[src/hdl/csr_defs.svh]
// CSR unit widths and constants
`ifndef CSR_DEFS_SVH
`define CSR_DEFS_SVH

// data width of every machine CSR on RV64
`define CSR_XLEN 64

// rename index width, the destination tag carries 5 more bits on top of it
`define CSR_RB 6

// misa reads as MXL=2 (64 bit) with only the I extension present
`define CSR_MISA_VALUE 64'h8000_0000_0000_0100

// machine information registers
// a zero vendor id means a non-commercial implementation
`define CSR_VENDOR_ID 64'h0

// architecture and implementation ids are not allocated yet
`define CSR_ARCH_ID 64'h0

`define CSR_IMP_ID 64'h0

// single hart core, so the hart id is always zero
`define CSR_HART_ID 64'h0

`endif

[src/hdl/csr_pkg.sv]
// CSR architecture types
package csr_pkg;

	// field view of a CSR address as laid out by the privileged spec
	// access 2'b11 marks the read-only block of addresses
	typedef struct packed {
		logic [1:0] access;
		logic [1:0] priv;
		logic [7:0] index;
	} csr_addr_fields_t;

	// the same 12 bits are matched whole against the address map
	// and split into fields for the read-only check
	typedef union packed {
		logic [11:0]      raw;
		csr_addr_fields_t f;
	} csr_addr_u;

	// operation carried by the issue packet
	// none is a plain read with no update
	typedef enum logic [1:0] {
		csr_op_none  = 2'd0,
		csr_op_write = 2'd1,
		csr_op_set   = 2'd2,
		csr_op_clear = 2'd3
	} csr_op_e;

	// machine information registers, all read-only
	localparam logic [11:0] addr_mvendorid = 12'hF11;
	localparam logic [11:0] addr_marchid   = 12'hF12;
	localparam logic [11:0] addr_mimpid    = 12'hF13;
	localparam logic [11:0] addr_mhartid   = 12'hF14;

	// machine trap setup
	localparam logic [11:0] addr_mstatus   = 12'h300;
	localparam logic [11:0] addr_misa      = 12'h301;
	localparam logic [11:0] addr_mie       = 12'h304;
	localparam logic [11:0] addr_mtvec     = 12'h305;

	// machine trap handling
	localparam logic [11:0] addr_mepc      = 12'h341;
	localparam logic [11:0] addr_mcause    = 12'h342;
	localparam logic [11:0] addr_mtval     = 12'h343;
	localparam logic [11:0] addr_mip       = 12'h344;

endpackage

[src/hdl/exe_pkg.sv]
// CSR pipeline packet types
`include "csr_defs.svh"

package exe_pkg;

	// issue packet from dispatch
	// valid is a one-cycle strobe, one packet may come every cycle
	typedef struct packed {
		logic                  valid;
		csr_pkg::csr_op_e      op;
		csr_pkg::csr_addr_u    addr;
		logic [`CSR_XLEN-1:0]  operand;
		logic [5+`CSR_RB-1:0]  rd;
	} csr_issue_t;

	// writeback packet to the rename and commit side
	// result holds the old CSR value, or zero on an illegal or suppressed read
	typedef struct packed {
		logic                  valid;
		logic                  illegal;
		logic [5+`CSR_RB-1:0]  rd;
		logic [`CSR_XLEN-1:0]  result;
	} csr_wb_t;

	// request from the exec stage to the register block
	// addr also selects the combinational read port
	typedef struct packed {
		csr_pkg::csr_addr_u    addr;
		logic                  wen;
		logic [`CSR_XLEN-1:0]  wdata;
	} csr_wr_t;

endpackage

[src/hdl/csr_regfile.sv]
// Machine CSR register block
`timescale 1ns/10ps
`include "csr_defs.svh"

module csr_regfile (
	input  logic                  clk,
	input  logic                  arst_n,
	input  exe_pkg::csr_wr_t      wr,
	output logic [`CSR_XLEN-1:0]  rdata,
	output logic                  hit
);

	// writable machine trap setup registers
	logic [`CSR_XLEN-1:0] mstatus;
	logic [`CSR_XLEN-1:0] mie;
	logic [`CSR_XLEN-1:0] mtvec;

	// writable machine trap handling registers
	logic [`CSR_XLEN-1:0] mepc;
	logic [`CSR_XLEN-1:0] mcause;
	logic [`CSR_XLEN-1:0] mtval;
	logic [`CSR_XLEN-1:0] mip;

	// the whole register is replaced, no WARL field masking is done here
	// the exec stage has already merged set and clear into wdata
	always_ff @(posedge clk or negedge arst_n) begin
		if (!arst_n) begin
			mstatus <= '0;
			mie     <= '0;
			mtvec   <= '0;
			mepc    <= '0;
			mcause  <= '0;
			mtval   <= '0;
			mip     <= '0;
		end else if (wr.wen) begin
			// only one register changes per cycle, picked by the raw address
			case (wr.addr.raw)
				csr_pkg::addr_mstatus: mstatus <= wr.wdata;
				csr_pkg::addr_mie:     mie     <= wr.wdata;
				csr_pkg::addr_mtvec:   mtvec   <= wr.wdata;
				csr_pkg::addr_mepc:    mepc    <= wr.wdata;
				csr_pkg::addr_mcause:  mcause  <= wr.wdata;
				csr_pkg::addr_mtval:   mtval   <= wr.wdata;
				csr_pkg::addr_mip:     mip     <= wr.wdata;
				// constants and unknown addresses never reach here with wen set
				default: ;
			endcase
		end
	end

	// read port depends on the address only
	// so there is no combinational path from wen back into the exec stage
	always_comb begin
		rdata = '0;
		hit   = 1'b1;
		case (wr.addr.raw)
			// machine information constants
			csr_pkg::addr_mvendorid: rdata = `CSR_VENDOR_ID;
			csr_pkg::addr_marchid:   rdata = `CSR_ARCH_ID;
			csr_pkg::addr_mimpid:    rdata = `CSR_IMP_ID;
			csr_pkg::addr_mhartid:   rdata = `CSR_HART_ID;
			// misa sits in the writable block but is held constant here
			csr_pkg::addr_misa:      rdata = `CSR_MISA_VALUE;
			// writable registers
			csr_pkg::addr_mstatus:   rdata = mstatus;
			csr_pkg::addr_mie:       rdata = mie;
			csr_pkg::addr_mtvec:     rdata = mtvec;
			csr_pkg::addr_mepc:      rdata = mepc;
			csr_pkg::addr_mcause:    rdata = mcause;
			csr_pkg::addr_mtval:     rdata = mtval;
			csr_pkg::addr_mip:       rdata = mip;
			// anything else is unimplemented and reads as zero
			default: begin
				rdata = '0;
				hit   = 1'b0;
			end
		endcase
	end

	// the exec stage must drop the write when the address is unimplemented
	a_no_write_on_miss: assert property (
		@(posedge clk) disable iff (!arst_n)
		wr.wen |-> hit
	) else $error("csr_regfile: write to unimplemented address %h", wr.addr.raw);

	// the exec stage must drop the write when the address is read-only
	a_no_write_read_only: assert property (
		@(posedge clk) disable iff (!arst_n)
		wr.wen |-> (wr.addr.f.access != 2'b11)
	) else $error("csr_regfile: write to read-only address %h", wr.addr.raw);

endmodule

[src/hdl/csr_exec.sv]
// CSR execution stage
`timescale 1ns/10ps
`include "csr_defs.svh"

module csr_exec (
	input  logic                  clk,
	input  logic                  arst_n,
	input  logic                  flush,
	input  exe_pkg::csr_issue_t   issue,
	output exe_pkg::csr_wr_t      wr,
	input  logic [`CSR_XLEN-1:0]  rdata,
	input  logic                  hit,
	output exe_pkg::csr_wb_t      wb
);

	// issue that survives the flush in the same cycle
	logic issue_go;

	// suppression rules taken from the instruction encoding
	logic dont_read;
	logic dont_write;

	// a write to the register would happen if the access were legal
	logic wants_write;

	// access field of all ones is the read-only block
	logic read_only;
	logic illegal;

	// merged value for the register block
	logic [`CSR_XLEN-1:0] new_value;

	assign issue_go = issue.valid & ~flush;

	// csrrw with rd = x0 must not produce a read side effect
	assign dont_read = (issue.op == csr_pkg::csr_op_write) && (issue.rd == '0);

	// csrrs and csrrc with a zero source must not write
	assign dont_write = ((issue.op == csr_pkg::csr_op_set) ||
		(issue.op == csr_pkg::csr_op_clear)) && (issue.operand == '0);

	assign wants_write = (issue.op != csr_pkg::csr_op_none) && !dont_write;

	assign read_only = (issue.addr.f.access == 2'b11);

	// unknown addresses are illegal for any access
	// read-only addresses only when a write would really take place
	assign illegal = !hit || (read_only && wants_write);

	// new value from the old one and the operand
	always_comb begin
		case (issue.op)
			csr_pkg::csr_op_write: new_value = issue.operand;
			csr_pkg::csr_op_set:   new_value = rdata | issue.operand;
			csr_pkg::csr_op_clear: new_value = rdata & ~issue.operand;
			// a plain read leaves the register as it is
			default:               new_value = rdata;
		endcase
	end

	// the write goes out in the issue cycle and lands at the next edge
	// together with the writeback, so a back-to-back access sees it
	assign wr.addr  = issue.addr;
	assign wr.wen   = issue_go && wants_write && !illegal;
	assign wr.wdata = new_value;

	// the writeback register loads one cycle after the issue
	always_ff @(posedge clk or negedge arst_n) begin
		if (!arst_n) begin
			wb <= '0;
		end else begin
			wb.valid   <= issue_go;
			// illegal is only meaningful together with valid
			wb.illegal <= issue_go && illegal;
			if (issue_go) begin
				wb.rd <= issue.rd;
				// old value, or zero when the read is suppressed or illegal
				if (illegal || dont_read) begin
					wb.result <= '0;
				end else begin
					wb.result <= rdata;
				end
			end
		end
	end

	// every unflushed issue gives a writeback on the next edge
	a_wb_follows_issue: assert property (
		@(posedge clk) disable iff (!arst_n)
		(issue.valid && !flush) |=> wb.valid
	) else $error("csr_exec: writeback missing after issue");

	// an illegal access must never leak CSR contents
	a_illegal_zero: assert property (
		@(posedge clk) disable iff (!arst_n)
		(wb.valid && wb.illegal) |-> (wb.result == '0)
	) else $error("csr_exec: illegal writeback with result %h", wb.result);

endmodule

[src/hdl/csr_unit.sv]
// CSR execution unit top
`timescale 1ns/10ps
`include "csr_defs.svh"

module csr_unit (
	input  logic                 clk,
	input  logic                 arst_n,
	input  logic                 flush,
	input  exe_pkg::csr_issue_t  issue,
	output exe_pkg::csr_wb_t     wb
);

	// request from the exec stage, its address also drives the read port
	exe_pkg::csr_wr_t     wr;

	// combinational read result and address hit from the register block
	logic [`CSR_XLEN-1:0] rdata;
	logic                 hit;

	// decode, rules and the registered writeback
	csr_exec exec_i (
		.clk    (clk),
		.arst_n (arst_n),
		.flush  (flush),
		.issue  (issue),
		.wr     (wr),
		.rdata  (rdata),
		.hit    (hit),
		.wb     (wb)
	);

	// machine CSRs and constants
	csr_regfile regfile_i (
		.clk    (clk),
		.arst_n (arst_n),
		.wr     (wr),
		.rdata  (rdata),
		.hit    (hit)
	);

endmodule

[config.mk]
export PLATFORM = sky130hd
export DESIGN_NAME = csr_unit
export DESIGN_NICKNAME = d
export VERILOG_FILES = /design/src/hdl/csr_pkg.sv /design/src/hdl/exe_pkg.sv /design/src/hdl/csr_regfile.sv /design/src/hdl/csr_exec.sv /design/src/hdl/csr_unit.sv
export VERILOG_INCLUDE_DIRS = /design/src /design/src/hdl
export SDC_FILE = /design/constraint.sdc
export NUM_CORES = 1
export LEC_CHECK = 0
export BUFFER_PORTS_ARGS = -buffer_cell sky130_fd_sc_hd__clkbuf_2
export CORE_MARGIN = 10
export CORE_UTILIZATION = 55
export CTS_BUF_LIST = sky130_fd_sc_hd__clkbuf_16
export CTS_CLUSTER_DIAMETER = 30
export DETAILED_ROUTE_END_ITERATION = 12
export PLACE_DENSITY = 0.77
export SETUP_SLACK_MARGIN = 0.3
export SYNTH_ARGS = -nofsm -noshare
export SYNTH_HDL_FRONTEND = slang
export SYNTH_SLANG_ARGS = --single-unit
[constraint.sdc]
create_clock -name clk -period 1.8 [get_ports clk]
set_input_delay 0 -clock clk [delete_from_list [all_inputs] [get_ports clk]]
set_output_delay 0 -clock clk [all_outputs]
set_load 0.005 [all_outputs]
==> results.toml, run 1 <==
[status]
outcome = "did not finish"
lastStage = "5_1_grt"
stop_error = "[ERROR GRT-0232] Routing congestion too high. Check the congestion heatmap in the GUI."

[yosys]
syn_area_sq_um = 24400
synthFlopType = "dfrtp_1"
synth-edff-count = 0
synthCells = 2570
synth_seq_cells = 525
synth.top_cell.area_share_pct = 53.84
synth.distinct_cells = 62
yosys_warnings = 0
ys_async_sr_fraction_pct = 100.0
synth_nets = 2663
yosysTopAreaCell = "dfrtp_1"
ys_seq_area_share_pct = 53.84
synth.area.top_cells = "dfrtp_1 54%, o21ai_0 9.6%, nand2_1 9.5%, mux2i_1 5.0%, buf_2 2.2%"
syn_area_per_cell_sq_um = 9.495

[grt]
grt_remaining_overflow = 151
track_usage_pct = 79.42
grt_start_max_net_pins = 77
antenna_found_initial = 24

[placement]
portBuffers = 169
routabilityCongestion = 0.9128
place_hpwl_um = 54240

[floorplan]
die_y_um = 230.6
fp-row-count = 77
start_util_pct = 55.42
die_w_um = 230.6
num_io_pins = 170

[clock_network]
clock-root-buffer = "clkbuf_16"
cts_max_path_buffers = 3
clock_sinks = 525
numCtsBuffers = 102
h-tree-depth = 3

[sta]
postGrtWorstEndpoint = "regfile_i.mtval[11]$_DFFE_PN0P_/D"
worst-ep-kind = "register data pin"
## cells in the mapped netlist (4+ instances only)
cell type    n
nor2_1      44
mux2i_1    123
buf_2      105
a22o_1      53
nand2_1    619
buf_6       11
o31ai_1      8
buf_4       19
o21ai_0    467
a21oi_1     79
clkbuf_2     9
and3_1      10
or3b_2      17
a221oi_1    40
nand2b_1    20
nand4_1      4
a221oi_2    14
dfrtp_1    525
nand3_1     21
nor3_1       4
nor2b_1      4
a32o_1       5
a21o_1       5
mux2_2       4
nor4_1      20
nor3b_1      9
a31oi_1      4
nand3b_1     7
a211oi_2     6
buf_1       11
a22oi_1      5
o22ai_1     65
o21ai_1     92
clkbuf_1    59
xnor2_1     37
or3_1        4
## cells by family after synthesis
family | count (synthesis) | share of synthesized area [%]
AO/OA/AOI/OAI | 860 | 20.82
AND/OR/NAND/NOR | 803 | 14.19
flip-flops | 525 | 53.84
buffers and inverters | 217 | 4.553
multiplexers | 127 | 5.230
XOR/XNOR | 38 | 1.364
## timing repair
item                                   4_1_cts
endpoints found under the hold margin      744
hold buffers                                63
setup buffers                               76
pin swaps                                  103
setup endpoints to repair                  466
gates resized for setup                    383
cloned                                      41
## metrics by stage
step	setup WS, ps	TNS [ps]	cells	hold slack, ps	instance area [sq um]
CTS	-173.1	-6310	3839	0.7422	36010
detailed placement	-845.0	-324860	3468	16.69	28750
global placement	-809.0	-330270	3468	19.47	28750
floorplan	3.800	0	2570	-295.6	25110
## routing by layer
metal | overflow | global-route usage (%)
met5 | 0 | 53.30
met1 | 9 | 76.39
met4 | 72 | 76.88
met2 | 65 | 89.49
met3 | 5 | 75.72
==> inputs of run 2 (changes only) <==
--- a/config.mk
+++ b/config.mk
@@ -8,12 +8,9 @@
 export LEC_CHECK = 0
 export BUFFER_PORTS_ARGS = -buffer_cell sky130_fd_sc_hd__clkbuf_2
 export CORE_MARGIN = 10
-export CORE_UTILIZATION = 55
-export CTS_BUF_LIST = sky130_fd_sc_hd__clkbuf_16
-export CTS_CLUSTER_DIAMETER = 30
+export CORE_UTILIZATION = 40
 export DETAILED_ROUTE_END_ITERATION = 12
-export PLACE_DENSITY = 0.77
-export SETUP_SLACK_MARGIN = 0.3
+export PLACE_DENSITY_LB_ADDON = 0.15
 export SYNTH_ARGS = -nofsm -noshare
 export SYNTH_HDL_FRONTEND = slang
 export SYNTH_SLANG_ARGS = --single-unit
==> constraint.sdc (replaced) <==
create_clock -name clk -period 2.35 [get_ports clk]
set_input_delay 0 -clock clk [delete_from_list [all_inputs] [get_ports clk]]
set_output_delay 0 -clock clk [all_outputs]
set_load 0.005 [all_outputs]
==> run 2 against run 1 <==
Compared with the run above: synthesized cell count stayed put; synthesized area stayed put; the flow now finishes without violations.
==> results.toml, run 2 <==
[clock_network]
cts_tree = "built"
clk_pin_slew_worst_paths_ps = 60
numCtsBuffers = 57
cts_max_path_buffers = 3
h-tree-depth = 2
clock-root-buffer = "clkbuf_16"
postCtsSetupBuffers = 0
insertion_delay_ps = 630
clock_sinks = 525

[layout]
mostFrequentLayoutCell = "nand2_1"
drive_above_1_share_pct = 20.56
multiInputGateArea_sq_um = 10320
register_area_sq_um = 13140
layout_common_cells = "618 x nand2_1, 525 x dfrtp_1, 467 x o21ai_0"
final_cells = 3734
fillCellCount = 5540
finalNetCount = 2998
layout-area-overhead-vs-synth_pct = 25.97
final_area_sq_um = 30740
antenna_cells = 0
largest_reg_flops = 77
regMostFlops = "exec_i.wb"

[placement]
dp_cells = 3579
portBuffers = 169
place_hpwl_um = 55460
postPlaceCellArea_sq_um = 28080
routabilityCongestion = 0.8616

[route]
viasPerCell = 5.593
drc = 0
wl_per_cell_um = 22.29
first_iter_violations = 1850
wirelength_um = 83230
via_count = 20880
firstDrtPassIters = 7
antenna_left = 0

[yosys]
synth.top_cell.area_share_pct = 53.84
synthFlopType = "dfrtp_1"
synth_seq_cells = 525
synth.distinct_cells = 62
synth_common_cells = "619 x nand2_1, 525 x dfrtp_1, 467 x o21ai_0, 123 x mux2i_1, 105 x buf_2"
yosysMostFrequentCell = "nand2_1"
synth-edff-count = 0
yosys_warnings = 0
yosysTopAreaCell = "dfrtp_1"
ys_seq_area_share_pct = 53.84
ys_async_sr_fraction_pct = 100.0
syn_area_sq_um = 24400
synth_nets = 2663
syn_area_per_cell_sq_um = 9.495
synth.area.top_cells = "dfrtp_1 54%, o21ai_0 9.6%, nand2_1 9.5%, mux2i_1 5.0%, buf_2 2.2%"
synthCells = 2570

[sta]
finalSetupViolCount = 0
fin_crit_ps = 2270
worst_pin_slew_ps = 1056
finalHoldViolCount = 0
fin_skew_ps = 23.46
relSlewSlack_pct = 29.31
fin_crit_sh_pct = 96.61
finalMaxSlewViolations = 0
fmax_ghz = 0.4405
grt_setup_unrepaired = "false"
setup_tns_ps = 0
hold_slack_ps = 23.38

[min_path]
min_path_type = "primary input to flop"

[setup_path]
slowest_stage = "dlygate4sd3_1"
cp_max_fo = 8
end_kind = "flop"
cp-start-kind = "primary input"
worstPathRequired_ps = 2820
critPathMaxStageDelay_ps = 590
cp_cell_sequence = "clkbuf_2 -> nor4_2 -> buf_4 -> nand3_1 -> or4_1 -> buf_4 -> or2_2 -> a41oi_1 -> dlygate4sd3_1 -> nor2_1"
path_class = "primary input to flop"
cp.arrival_ps = 2740
path_buf_inv = 4
cp_common_cell = "buf_4"
critPathTopFamily = "simple AND/OR/NAND/NOR gates"
ff2ff_setup_slack_ps = 170

[grt]
antenna_found_initial = 1
grt_remaining_overflow = 0
grt_first_pass_wirelength_um = 128600
use_met3_pct = 4.675
met1_usage_pct = 32.39
grt_pass1_vias = 20890
grt_busiest_layer = "met2"
use_met2_pct = 35.86
grt_start_max_net_pins = 75
track_usage_pct = 23.24

[power]
p_comb_share_pct = 7.4
p_per_area_nw_per_um2 = 667.4
p_int_w = 0.01570
ir_worst_vdd_uv = 512.8
power.leakage_nw = 13.77
switchingPower_w = 0.004813
total_power_w = 0.02051
pwr-share-clk_pct = 48.3
swShare_pct = 23.46
power_frac_seq_pct = 44.3

[floorplan]
die_w_um = 267.0
fp-row-count = 90
die_y_um = 267.0
start_util_pct = 40.43
dieArea_sq_um = 71280
num_io_pins = 170
fp.coreArea_sq_um = 60360

[run]
maxCapViolCount = 0

[status]
outcome = "complete, no violations"
run 2: cell counts after synthesis:
Identical to the previous run, type by type.
run 2: stage by stage:
| step | utilization, % | worst slack [ps] |
|---|---|---|
| final | 50.93 | 79.61 |
| after global routing | 50.93 | 0.9506 |
| after CTS | 50.82 | 48.00 |
| after detailed placement | 46.53 | -255.9 |
| after global placement | 46.53 | -227.4 |
| after floorplan | - | 412.6 |
run 2: tightest hold or removal path: stages:
cell	delay, ps
clkbuf_2	160
xnor2_1	80
nand2_1	60
o21ai_1	150
o21ai_1	150
run 2: layout make-up:
type | count | area share, %
Sequential cell | 525 | 42.74
Multi-Input combinational cell | 1828 | 33.57
Timing Repair Buffer | 490 | 13.68
Clock buffer | 79 | 5.332
Tap cell | 782 | 3.183
Clock inverter | 27 | 1.453
Inverter | 3 | 0.03663
run 2: cells by family (layout without fill, tap and decap cells):
group                     count (synthesis)  in the layout  share of synthesized area (%)
AOI/OAI and AO/OA                       860            860                          20.82
and+or+nand+nor                         803            803                          14.19
DFF                                     525            525                          53.84
buffers and inverters                   217            599                          4.553
muxes                                   127            127                          5.230
xor gates and xnor gates                 38             38                          1.364
run 2: routing by layer:
| metal | routed length [um] | share of wire [%] |
|---|---|---|
| met1 | 38200 | 46 |
| met2 | 36800 | 44 |
| met3 | 6046 | 7.3 |
| met4 | 2184 | 2.6 |
| met5 | 7 | 0.0084 |
run 2: final timing paths:
| check | end | startpoint | depth (start not counted) |
|---|---|---|---|
| max | exec_i.wb[75] | issue[13] | 10 |
| min | regfile_i.mepc[59] | issue[70] | 5 |
| max reg2reg | regfile_i.mtvec[35] | regfile_i.mip[35] | 6 |
| min reg2reg | regfile_i.mstatus[22] | regfile_i.mstatus[22] | 2 |
| max in group asynchronous | regfile_i.mtvec[60] | arst_n | 3 |
| min in group asynchronous | regfile_i.mepc[41] | arst_n | 3 |
run 2: what timing repair did:
| item | in CTS | in global routing |
|---|---|---|
| endpoints found under the setup margin | 0 | 11 |
| hold endpoints to repair | 699 | 0 |
| gates resized for setup | 0 | 9 |
| hold buffers | 49 | 0 |
run 2: power by group through the flow:
| stage | clock, W | sequential (W) | combinational [W] |
|---|---|---|---|
| after CTS | 0.0101 | 0.00909 | 0.00151 |
| after global placement | 0 | 0.00925 | 0.00141 |
| final | 0.00991 | 0.00909 | 0.00152 |
| after detailed placement | 0 | 0.00925 | 0.00143 |
| after floorplan | 0 | 0.00926 | 0.000559 |
| after global routing | 0.0105 | 0.00909 | 0.00163 |
No activity file was read; power rests on OpenSTA's default activity.
